<file path="src/rv_pkg.sv">
// rv64i subset types and codes where both memory sizes must be powers of two
package rv_pkg;

  typedef logic [63:0] xlen_t;
  typedef logic [31:0] inst_t;
  typedef logic [4:0]  reg_idx_t;
  typedef logic [2:0]  imm_kind_t;
  typedef logic [2:0]  mem_op_t;
  typedef logic [2:0]  branch_t;
  typedef logic [1:0]  b_src_t;

  typedef enum logic [3:0] {
    ALU_COPY_B = 4'b0011, // lui
    ALU_ADD    = 4'b0000,
    ALU_ADDW   = 4'b1001, // add then sign extend bit 31
    ALU_SUB    = 4'b1000,
    ALU_NONE   = 4'b1111
  } alu_op_e;

  localparam logic [6:0] OP_LUI    = 7'b0110111;
  localparam logic [6:0] OP_AUIPC  = 7'b0010111;
  localparam logic [6:0] OP_JAL    = 7'b1101111;
  localparam logic [6:0] OP_JALR   = 7'b1100111;
  localparam logic [6:0] OP_BRANCH = 7'b1100011;
  localparam logic [6:0] OP_LOAD   = 7'b0000011;
  localparam logic [6:0] OP_STORE  = 7'b0100011;
  localparam logic [6:0] OP_IMM    = 7'b0010011;
  localparam logic [6:0] OP_IMM32  = 7'b0011011;
  localparam logic [6:0] OP_OP32   = 7'b0111011;
  localparam logic [6:0] OP_SYSTEM = 7'b1110011;

  localparam imm_kind_t IMM_I    = 3'b000;
  localparam imm_kind_t IMM_U    = 3'b001;
  localparam imm_kind_t IMM_S    = 3'b010;
  localparam imm_kind_t IMM_B    = 3'b011;
  localparam imm_kind_t IMM_J    = 3'b100;
  localparam imm_kind_t IMM_NONE = 3'b111; // r-type and unknown

  localparam mem_op_t MEM_W    = 3'b100; // signed word
  localparam mem_op_t MEM_D    = 3'b110; // signed doubleword
  localparam mem_op_t MEM_NONE = 3'b111;

  localparam branch_t BR_NONE = 3'b000;
  localparam branch_t BR_JAL  = 3'b001;
  localparam branch_t BR_JALR = 3'b010;
  localparam branch_t BR_BNE  = 3'b101;

  localparam b_src_t BSRC_RS2  = 2'b00;
  localparam b_src_t BSRC_IMM  = 2'b01;
  localparam b_src_t BSRC_FOUR = 2'b10; // return address pc+4

  localparam int IMEM_WORDS = 256; // 32-bit words
  localparam int DMEM_WORDS = 256; // 64-bit doublewords
  localparam int IMEM_AW    = 8;
  localparam int DMEM_AW    = 8;

endpackage

</file>
<file path="src/rv_pcu.sv">
// pc and halt flag where an ebreak freezes the pc on its own address until reset
module rv_pcu (
  input  logic            i_clk,
  input  logic            i_rst,
  input  rv_pkg::branch_t i_branch,
  input  rv_pkg::xlen_t   i_imm,
  input  rv_pkg::xlen_t   i_rs1,
  input  logic            i_zero,
  input  logic            i_ebreak,
  output rv_pkg::xlen_t   o_pc,
  output logic            o_halt
);

  rv_pkg::xlen_t pc_q;
  rv_pkg::xlen_t pc_next;
  logic          halt_q;

  always_comb begin
    case (i_branch)
      rv_pkg::BR_JAL:  pc_next = pc_q + i_imm;
      rv_pkg::BR_JALR: pc_next = (i_rs1 + i_imm) & ~64'd1;
      rv_pkg::BR_BNE:  pc_next = i_zero ? pc_q + 64'd4 : pc_q + i_imm;
      default:         pc_next = pc_q + 64'd4;
    endcase
  end

  always_ff @(posedge i_clk) begin
    if (i_rst) begin
      pc_q   <= '0;
      halt_q <= 1'b0;
    end else if (!halt_q) begin
      if (i_ebreak) begin
        halt_q <= 1'b1; // pc stays on the ebreak
      end else begin
        pc_q <= pc_next;
      end
    end
  end

  assign o_pc   = pc_q;
  assign o_halt = halt_q;

endmodule

</file>
<file path="config.mk">
export PLATFORM = sky130hd
export DESIGN_NAME = rv_pcu
export DESIGN_NICKNAME = d
export VERILOG_FILES = /design/src/rv_pkg.sv /design/src/rv_pcu.sv
export SDC_FILE = /design/constraint.sdc
export NUM_CORES = 1
export LEC_CHECK = 0
export BUFFER_PORTS_ARGS = -buffer_cell sky130_fd_sc_hd__buf_4
export CORE_ASPECT_RATIO = 1.4
export CORE_MARGIN = 1
export CORE_UTILIZATION = 50
export DETAILED_ROUTE_END_ITERATION = 10
export PLACE_DENSITY = 0.82
export SYNTH_ARGS = -nofsm -noshare
export SYNTH_HDL_FRONTEND = slang
export SYNTH_SLANG_ARGS = --single-unit
</file>
<file path="constraint.sdc">
create_clock -name i_clk -period 7.8 [get_ports i_clk]
set_clock_uncertainty 0.1 [all_clocks]
set_input_delay 1.56 -clock i_clk [delete_from_list [all_inputs] [get_ports i_clk]]
set_output_delay 1.56 -clock i_clk [all_outputs]
set_load 0.02 [all_outputs]
</file>
==> run metrics <==
status completed; clock sinks between 60 and 70; RSZ-0062 raised after global routing no; worst hold-check path type reg2reg; Post-synth EDFFs 0; die area roughly 25,000 sq um; number of global-route vias before repair roughly 14,000; GRT Resource Usage Total approximately two fifths; # H-tree levels 3; die width approximately 130 um; IO Port Bufs around 200; Yosys warnings 0; CP Data Required Time 7.96 ns; Cells after Synth about 1,700; Starting Density roughly half; #FFs+latches synth 65; filler cell count 2,304; PostCTS Resize Cnt 0; NetSw 0.895 mW; most frequent CP cell a21oi_1; Top delay family on crit path compound AO/OA/AOI/OAI gates; Core Rows 67; antenna cells 0; share of cells above drive strength 1 approximately 14%; Post-DRT Antenna Nets 0; post-synthesis sequential area ratio 10.8%; crit path time final between 5 and 6 ns; root buffer selected by CTS clkbuf_16; WP data arrival 5.49 ns; layout net count roughly 2,100; initial drt markers roughly 1,400; via count 15,000; DRC errors left 0; Gate power share a little over half; relative slew slack roughly 33%; total congestion overflow 0; die height approximately 190 um; Max Cap Viol 0; maximum vdd drop between 100 and 150 uV; Mapped Nets approximately 2,000; vias per cell just under 7; synth-to-layout area growth 16.2%; Clock Power Share a little over a quarter; synthesized area per cell ~6.9 sq um; final WL 48.5 mm; wire per inst around 22 um; slowest CP cell o41ai_1; CTS Hold Buffers Added 0; critical path startpoint category input port; Setup Viol. Count Final 0; first-pass GRT wire length 75.7 mm; crit-path cells buf_4, ha_1, nand4_1, a21oi_1, o2111ai_1, nand3_2, o22ai_2, o41ai_1, a21oi_1, nor3_1, mux2i_1, a311oi_1; delay of the slowest critical-path stage approximately 0.76 ns; Main synth FF type dfxtp_1; Lkg Pwr 5.81 nW; setup TNS 0 ns; core area about 24,000 sq um; # IOs 200; CTS max path bufs 2; Pwr Density between 100 and 150 nW/um^2; placed cell areas 13,700 sq um; setup bufs post-CTS 0; worst path bufs/invs 1; cell area after layout roughly 14,000 sq um; area of the multi-input gates between 10,000 and 15,000 sq um; sequential cell area around 1300 sq um; ys async rst share 0%; final hold vios 0; DR pass1 iterations 6; Skew-Pair Late Insertion Delay around 0.36 ns; Peak Freq approximately 0.19 GHz; TritonCTS buffer count 9; largest net degree at the start of global routing roughly 80; hpwl dp ~38 mm; WS Path Type in2reg; Mapped Area approximately 12,000 sq um; Yosys cell types 85; Int Power 1.12 mW; Worst-path clk slew approximately 0.060 ns; Switching Fraction approximately 44%; worst slew pin tran ~1 ns; initial antenna violation count 0; sequential share of power 20.7%; CP max FO 6; GPL Wtd Cong 1.02; TritonCTS clock tree done; Crit. End Element flip-flop; Slew Limit Fails 0; Finished Core Util 59.0%; part of the cycle the worst path needs approximately two thirds
[worst paths after layout]
kind | from | to | slack [ns] | cells after the start
max | i_imm[6] | o_pc[61] | 2.47 | 12
min | o_pc[63] | o_pc[63] | 0.47 | 2
max reg2reg | o_pc[9] | o_pc[59] | 4.03 | 10
min reg2reg | o_pc[63] | o_pc[63] | 0.47 | 2
[worst min-delay path, cell delays in order (launching register included)]
cell      delay, ns
dfxtp_1        0.35
nor2_1         0.12
a211oi_1       0.05
[metal layers]
layer | global-route usage [%] | vias to the layer above | wire (um)
met5 | 0 | - | 0
met4 | 31.6 | 0 | 4030
met3 | 5.34 | 248 | 3320
met2 | 68.3 | 862 | 23800
met1 | 41.1 | 7003 | 17300
li1 | - | 6851 | -
[placed cells by master, fill, tap and decap left out, types with 45 or more instances in the layout]
cell,n
a21o_1,45
a21oi_1,189
buf_4,206
dfxtp_1,65
ha_1,126
inv_1,46
nand2_1,160
nand3_1,55
nand4_1,60
nor2_1,172
nor3_1,58
o21ai_0,87
xnor2_1,91
xor2_1,64
[power by group through the flow]
stage | clock network [mW] | registers (mW) | logic (mW)
global placement | 0 | 0.422 | 1.03
global route | 0.540 | 0.420 | 1.15
floorplan | 0 | 0.437 | 0.686
finish | 0.531 | 0.418 | 1.07
detailed placement | 0 | 0.423 | 1.04
CTS | 0.529 | 0.415 | 1.04
[registers in the layout, summed over array words and instances (netlist names)]
name / cells
o_halt: 1
o_pc: 64
[metrics by stage]
stage	setup slack (ns)	cells	hold WS [ns]	total power, mW
after floorplan	3.42	1748	0.485	1.12
after global placement	2.52	2168	0.446	1.45
after detailed placement	2.42	2168	0.455	1.46
after CTS	2.75	2184	0.468	1.99
after global routing	2.42	2184	0.494	2.11
final	2.47	2184	0.469	2.02
[area by class of cell]
class	instances	share of cell area, %
Multi-Input combinational cell	1540	73.1
Timing Repair Buffer	206	11.0
Tap cell	310	2.76
Sequential cell	65	9.27
Inverter	47	1.26
Clock inverter	7	1.02
Clock buffer	9	1.60
[cells by family after synthesis]
| group | count (synthesis) | share of synthesized area [%] |
|---|---|---|
| AO/OA/AOI/OAI | 609 | 33.5 |
| adder cells (fa/ha/maj) | 128 | 13.4 |
| buffers and inverters | 143 | 4.55 |
| XOR/XNOR | 155 | 11.2 |
| AND/OR/NAND/NOR | 639 | 25.8 |
| multiplexers | 9 | 0.756 |
| flip-flops | 65 | 10.8 |
[cells in the mapped netlist, types with 12 or more instances]
master	n	area share [%]
nand4_1	60	3.1
and3_1	31	1.6
o221ai_1	23	1.7
xnor2_1	91	6.6
a21oi_1	189	7.8
o21ai_1	21	0.87
o21bai_1	28	1.7
a221oi_1	20	1.4
o22ai_1	21	1.1
clkbuf_1	81	2.5
a31oi_1	17	0.88
inv_1	46	1.4
nand2_1	160	5.0
a21o_1	45	2.8
dfxtp_1	65	11
xor2_1	64	4.6
ha_1	126	13
or3_1	12	0.62
nand2b_1	18	0.93
nand3_1	55	2.3
a211oi_1	28	1.7
o21ai_0	87	3.6
nor2_1	173	5.4
o21a_1	17	1.1
nor3_1	58	2.4
and4_1	13	0.94
No activity file was read; power rests on OpenSTA's default activity.
