## src/rv_pkg.sv

```systemverilog
// rv64i subset types and codes where both memory sizes must be powers of two
package rv_pkg;

  typedef logic [63:0] xlen_t;
  typedef logic [31:0] inst_t;
  typedef logic [4:0]  reg_idx_t;
  typedef logic [2:0]  imm_kind_t;
  typedef logic [2:0]  mem_op_t;
  typedef logic [2:0]  branch_t;
  typedef logic [1:0]  b_src_t;

  typedef enum logic [3:0] {
    ALU_COPY_B = 4'b0011, // lui
    ALU_ADD    = 4'b0000,
    ALU_ADDW   = 4'b1001, // add then sign extend bit 31
    ALU_SUB    = 4'b1000,
    ALU_NONE   = 4'b1111
  } alu_op_e;

  localparam logic [6:0] OP_LUI    = 7'b0110111;
  localparam logic [6:0] OP_AUIPC  = 7'b0010111;
  localparam logic [6:0] OP_JAL    = 7'b1101111;
  localparam logic [6:0] OP_JALR   = 7'b1100111;
  localparam logic [6:0] OP_BRANCH = 7'b1100011;
  localparam logic [6:0] OP_LOAD   = 7'b0000011;
  localparam logic [6:0] OP_STORE  = 7'b0100011;
  localparam logic [6:0] OP_IMM    = 7'b0010011;
  localparam logic [6:0] OP_IMM32  = 7'b0011011;
  localparam logic [6:0] OP_OP32   = 7'b0111011;
  localparam logic [6:0] OP_SYSTEM = 7'b1110011;

  localparam imm_kind_t IMM_I    = 3'b000;
  localparam imm_kind_t IMM_U    = 3'b001;
  localparam imm_kind_t IMM_S    = 3'b010;
  localparam imm_kind_t IMM_B    = 3'b011;
  localparam imm_kind_t IMM_J    = 3'b100;
  localparam imm_kind_t IMM_NONE = 3'b111; // r-type and unknown

  localparam mem_op_t MEM_W    = 3'b100; // signed word
  localparam mem_op_t MEM_D    = 3'b110; // signed doubleword
  localparam mem_op_t MEM_NONE = 3'b111;

  localparam branch_t BR_NONE = 3'b000;
  localparam branch_t BR_JAL  = 3'b001;
  localparam branch_t BR_JALR = 3'b010;
  localparam branch_t BR_BNE  = 3'b101;

  localparam b_src_t BSRC_RS2  = 2'b00;
  localparam b_src_t BSRC_IMM  = 2'b01;
  localparam b_src_t BSRC_FOUR = 2'b10; // return address pc+4

  localparam int IMEM_WORDS = 256; // 32-bit words
  localparam int DMEM_WORDS = 256; // 64-bit doublewords
  localparam int IMEM_AW    = 8;
  localparam int DMEM_AW    = 8;

endpackage

```

## src/rv_idu.sv

```systemverilog
// decodes only lui auipc jal jalr bne lw sw sd addi addiw addw ebreak and zeroes all writes otherwise
module rv_idu (
  input  rv_pkg::inst_t    i_inst,
  output rv_pkg::xlen_t    o_imm,
  output rv_pkg::reg_idx_t o_ra,
  output rv_pkg::reg_idx_t o_rb,
  output rv_pkg::reg_idx_t o_rd,
  output rv_pkg::branch_t  o_branch,
  output logic             o_reg_wr,
  output logic             o_alu_a_src,
  output rv_pkg::b_src_t   o_alu_b_src,
  output rv_pkg::alu_op_e  o_alu_op,
  output logic             o_mem_to_reg,
  output logic             o_mem_wr,
  output rv_pkg::mem_op_t  o_mem_op,
  output logic             o_ebreak
);

  logic [6:0] opcode;
  logic [2:0] funct3;
  logic [6:0] funct7;
  rv_pkg::imm_kind_t imm_kind;

  assign opcode = i_inst[6:0];
  assign funct3 = i_inst[14:12];
  assign funct7 = i_inst[31:25];
  assign o_ra   = i_inst[19:15];
  assign o_rb   = i_inst[24:20];
  assign o_rd   = i_inst[11:7];

  always_comb begin
    imm_kind     = rv_pkg::IMM_NONE;
    o_branch     = rv_pkg::BR_NONE;
    o_reg_wr     = 1'b0;
    o_alu_a_src  = 1'b0;
    o_alu_b_src  = rv_pkg::BSRC_RS2;
    o_alu_op     = rv_pkg::ALU_NONE;
    o_mem_to_reg = 1'b0;
    o_mem_wr     = 1'b0;
    o_mem_op     = rv_pkg::MEM_NONE;
    o_ebreak     = 1'b0;
    case (opcode)
      rv_pkg::OP_LUI: begin
        imm_kind    = rv_pkg::IMM_U;
        o_reg_wr    = 1'b1;
        o_alu_b_src = rv_pkg::BSRC_IMM;
        o_alu_op    = rv_pkg::ALU_COPY_B;
      end
      rv_pkg::OP_AUIPC: begin
        imm_kind    = rv_pkg::IMM_U;
        o_reg_wr    = 1'b1;
        o_alu_a_src = 1'b1;
        o_alu_b_src = rv_pkg::BSRC_IMM;
        o_alu_op    = rv_pkg::ALU_ADD;
      end
      rv_pkg::OP_JAL: begin
        imm_kind    = rv_pkg::IMM_J;
        o_branch    = rv_pkg::BR_JAL;
        o_reg_wr    = 1'b1;
        o_alu_a_src = 1'b1;
        o_alu_b_src = rv_pkg::BSRC_FOUR;
        o_alu_op    = rv_pkg::ALU_ADD;
      end
      rv_pkg::OP_JALR: begin
        if (funct3 == 3'b000) begin
          imm_kind    = rv_pkg::IMM_I;
          o_branch    = rv_pkg::BR_JALR;
          o_reg_wr    = 1'b1;
          o_alu_a_src = 1'b1;
          o_alu_b_src = rv_pkg::BSRC_FOUR;
          o_alu_op    = rv_pkg::ALU_ADD;
        end
      end
      rv_pkg::OP_BRANCH: begin
        if (funct3 == 3'b001) begin // bne only
          imm_kind = rv_pkg::IMM_B;
          o_branch = rv_pkg::BR_BNE;
          o_alu_op = rv_pkg::ALU_SUB;
        end
      end
      rv_pkg::OP_LOAD: begin
        if (funct3 == 3'b010) begin
          imm_kind     = rv_pkg::IMM_I;
          o_reg_wr     = 1'b1;
          o_alu_b_src  = rv_pkg::BSRC_IMM;
          o_alu_op     = rv_pkg::ALU_ADD;
          o_mem_to_reg = 1'b1;
          o_mem_op     = rv_pkg::MEM_W;
        end
      end
      rv_pkg::OP_STORE: begin
        if (funct3 == 3'b010 || funct3 == 3'b011) begin
          imm_kind    = rv_pkg::IMM_S;
          o_alu_b_src = rv_pkg::BSRC_IMM;
          o_alu_op    = rv_pkg::ALU_ADD;
          o_mem_wr    = 1'b1;
          o_mem_op    = funct3[0] ? rv_pkg::MEM_D : rv_pkg::MEM_W; // sd : sw
        end
      end
      rv_pkg::OP_IMM, rv_pkg::OP_IMM32: begin
        if (funct3 == 3'b000) begin
          imm_kind    = rv_pkg::IMM_I;
          o_reg_wr    = 1'b1;
          o_alu_b_src = rv_pkg::BSRC_IMM;
          o_alu_op    = (opcode == rv_pkg::OP_IMM32) ? rv_pkg::ALU_ADDW : rv_pkg::ALU_ADD;
        end
      end
      rv_pkg::OP_OP32: begin
        if (funct3 == 3'b000 && funct7 == 7'b0000000) begin
          o_reg_wr = 1'b1;
          o_alu_op = rv_pkg::ALU_ADDW;
        end
      end
      rv_pkg::OP_SYSTEM: begin
        // full ebreak encoding, no csr forms
        o_ebreak = (i_inst[31:20] == 12'h001) && (i_inst[19:7] == 13'd0);
      end
      default: ;
    endcase
  end

  always_comb begin
    case (imm_kind)
      rv_pkg::IMM_I: o_imm = {{52{i_inst[31]}}, i_inst[31:20]};
      rv_pkg::IMM_U: o_imm = {{32{i_inst[31]}}, i_inst[31:12], 12'b0};
      rv_pkg::IMM_S: o_imm = {{52{i_inst[31]}}, i_inst[31:25], i_inst[11:7]};
      rv_pkg::IMM_B: o_imm = {{52{i_inst[31]}}, i_inst[7], i_inst[30:25], i_inst[11:8], 1'b0};
      rv_pkg::IMM_J: o_imm = {{44{i_inst[31]}}, i_inst[19:12], i_inst[20], i_inst[30:21], 1'b0};
      default:       o_imm = '0;
    endcase
  end

endmodule

```

## config.mk

```make
export PLATFORM = sky130hd
export DESIGN_NAME = rv_idu
export DESIGN_NICKNAME = d
export VERILOG_FILES = /design/src/rv_pkg.sv /design/src/rv_idu.sv
export SDC_FILE = /design/constraint.sdc
export NUM_CORES = 1
export LEC_CHECK = 0
export ABC_AREA = 0
export BUFFER_PORTS_ARGS = -buffer_cell sky130_fd_sc_hd__buf_4
export CORE_ASPECT_RATIO = 1.75
export CORE_MARGIN = 2
export CORE_UTILIZATION = 41
export DETAILED_ROUTE_END_ITERATION = 8
export PLACE_DENSITY_LB_ADDON = 0.25
export SLEW_MARGIN = 20
export SYNTH_ARGS = -nofsm -noshare
export SYNTH_HDL_FRONTEND = slang
export SYNTH_SLANG_ARGS = --single-unit
```

## constraint.sdc

```tcl
create_clock -name vclk -period 2.6
set_input_delay 0.13 -clock vclk [all_inputs]
set_output_delay 0.13 -clock vclk [all_outputs]
set_load 0.05 [all_outputs]
```

==> results.ini <==
[layout]
layout-drive-gt1-share_pct = 52.84
final_util_pct = 59.21
diodes = 0
area_growth_pct = 38.32
clkbuf_count = 0
final_nets = 333
seq_cells = 0
regArea_um2 = 0
fill_cells = 358

[timing]
hold_slack_ns = 0.5367
fin_setup_tns_ns = 0
setup_viol = 0
drv_slew = 0
min_period_ns = 2.270
relSlewSlack_pct = 53.86
fmax_ghz = 0.4405
finalHoldViolations = 0
rsz0062_at_grt = no
min_period_over_period_pct = 87.31
worst_pin_slew_ns = 0.6858

[yosys]
yosysWarnings = 0
yosys.area.top_type = buf_4
syn-num-nets = 266
avgSynthCellArea_um2 = 6.571
synth_area_leaders = buf_4 (24%), nand2_1 (8.8%), nand3_1 (5.9%)
yosysUniqueCellTypes = 54
ys_seq_area_share_pct = 0
synth_top_area_share_pct = 23.92
synth_area_mm2 = 0.001538
synthCells = 234

[pwr]
p_sw_share_pct = 68.53
seqPwrFrac_pct = 0
switching_power_w = 0.0002767
p_leak_nw = 1.060
ir_worst_vdd_mv = 0.1637
power_density_mw_per_mm2 = 189.8
power.internal_w = 0.0001271
p_comb_share_pct = 100.0
p_clk_share_pct = 0

[global_route]
grt_pass1_wl_mm = 7.590
grt_usage_pct = 21.18
antenna_found_initial = 0
grt_pass1_vias = 1700
grt_max_degree = 34
gr-total-overflow = 0

[drt]
postRouteAntennaNets = 0
num_vias = 1920
vias_per_cell = 5.565
dr.pass1.iters = 4
wl_per_cell_um = 14.29
first_iter_violations = 35
drc = 0
wl_mm = 4.931

[cts]
cts-hold-fix-buffers = 0
ctsResizeCount = 0
postCtsSetupBuffers = 0

[place]
dp_hpwl_mm = 4.100
routabilityCongestion = 0.8758
port_buffers = 127

[setup_path]
critical_path_arrival_ns = 2.14
cp_max_fo = 33
cp-end-kind = output port
crit_type = in2out
cp.required_ns = 2.47
startpoint_type = input port

[floorplanning]
dieArea_mm2 = 0.004276
start_util_pct = 42.81
die_y_um = 85.02
die_x_um = 50.30
core_area_mm2 = 0.003592
boundaryPins = 128
core.rowCount = 29

[status]
outcome = finished, final reports clean

[flow_run]
cap_violations = 0

[worst_hold_path]
hold_path_class = in2out

-- critical path, stage by stage --
cell and delay, ns:
buf_4 0.18, and4bb_2 0.40, nand2_1 0.19, a211oi_2 0.38, o311a_2 0.55, buf_4 0.30
-- power by group through the flow --
stage | combinational [W] | clock [W] | sequential [W]
global placement | 0.000402 | 0 | 0
CTS | 0.000405 | 0 | 0
finish | 0.000404 | 0 | 0
floorplan | 0.000310 | 0 | 0
detailed placement | 0.000404 | 0 | 0
global route | 0.000423 | 0 | 0
-- worst paths after layout --
kind	startpoint	endpoint	slack, ns	cells past startpoint
worst max-delay path	i_inst[2]	o_imm[54]	0.33	6
worst min-delay path	i_inst[9]	o_rd[2]	0.54	2
-- layout make-up --
cell class	count	area, um^2	share of cell area [%]
tap	46	57.56	2.706
inverter	4	15.01	0.7059
timing repair buffer	130	975.9	45.88
multi-input combinational	165	1079	50.71
-- layout by cell type, fill, tap and decap left out, drive strengths merged, types with 5 or more instances in the layout --
master,instances
a21oi,6
nor3b,6
buf,130
nor4,5
nor2,11
nand4,6
o21ai,12
nand2b,5
nand3,19
nand2,36
a211oi,5
-- logic make-up (layout without fill, tap and decap cells) --
family                 after synthesis  count (layout)  synth area share, %
buffers and inverters               69             134                30.76
XOR/XNOR                             1               1               0.5697
other                                1               1               0.2439
multiplexers                         1               1               0.7323
AO/OA/AOI/OAI                       41              41                21.81
AND/OR/NAND/NOR                    121             121                45.89
-- per-stage QoR --
stage,cell area (um^2),setup slack [ns],power (W),std cells
floorplan,1551,0.06996,0.0003098,234
global placement,2127,0.3765,0.0004018,345
detailed placement,2127,0.3357,0.0004043,345
CTS,2127,0.3225,0.0004047,345
global route,2127,0.2031,0.0004235,345
finish,2127,0.3301,0.0004038,345
-- routing by layer --
| layer | track usage (%) | up-vias | wire (um) |
|---|---|---|---|
| li1 | - | 929 | - |
| met3 | 1.056 | 10 | 372 |
| met5 | 0 | - | 0 |
| met4 | 6.634 | 0 | 120 |
| met1 | 22.57 | 888 | 1647 |
| met2 | 42.34 | 93 | 2791 |
-- cell usage after synthesis, types with 2 or more instances --
cell type / count
a211oi_1: 3
a211oi_2: 2
a21oi_1: 5
a22o_2: 4
and2_1: 2
and3_1: 3
and4_4: 2
buf_2: 6
buf_4: 49
buf_6: 3
clkbuf_1: 7
inv_1: 4
nand2_1: 36
nand2b_1: 5
nand3_1: 18
nand4_1: 6
nand4b_1: 2
nor2_1: 11
nor2b_1: 3
nor3_1: 3
nor3b_1: 6
nor4_1: 5
nor4b_1: 3
o21ai_0: 11
o31ai_1: 2
or3b_2: 2
or4_1: 4
No activity file was read; power rests on OpenSTA's default activity.
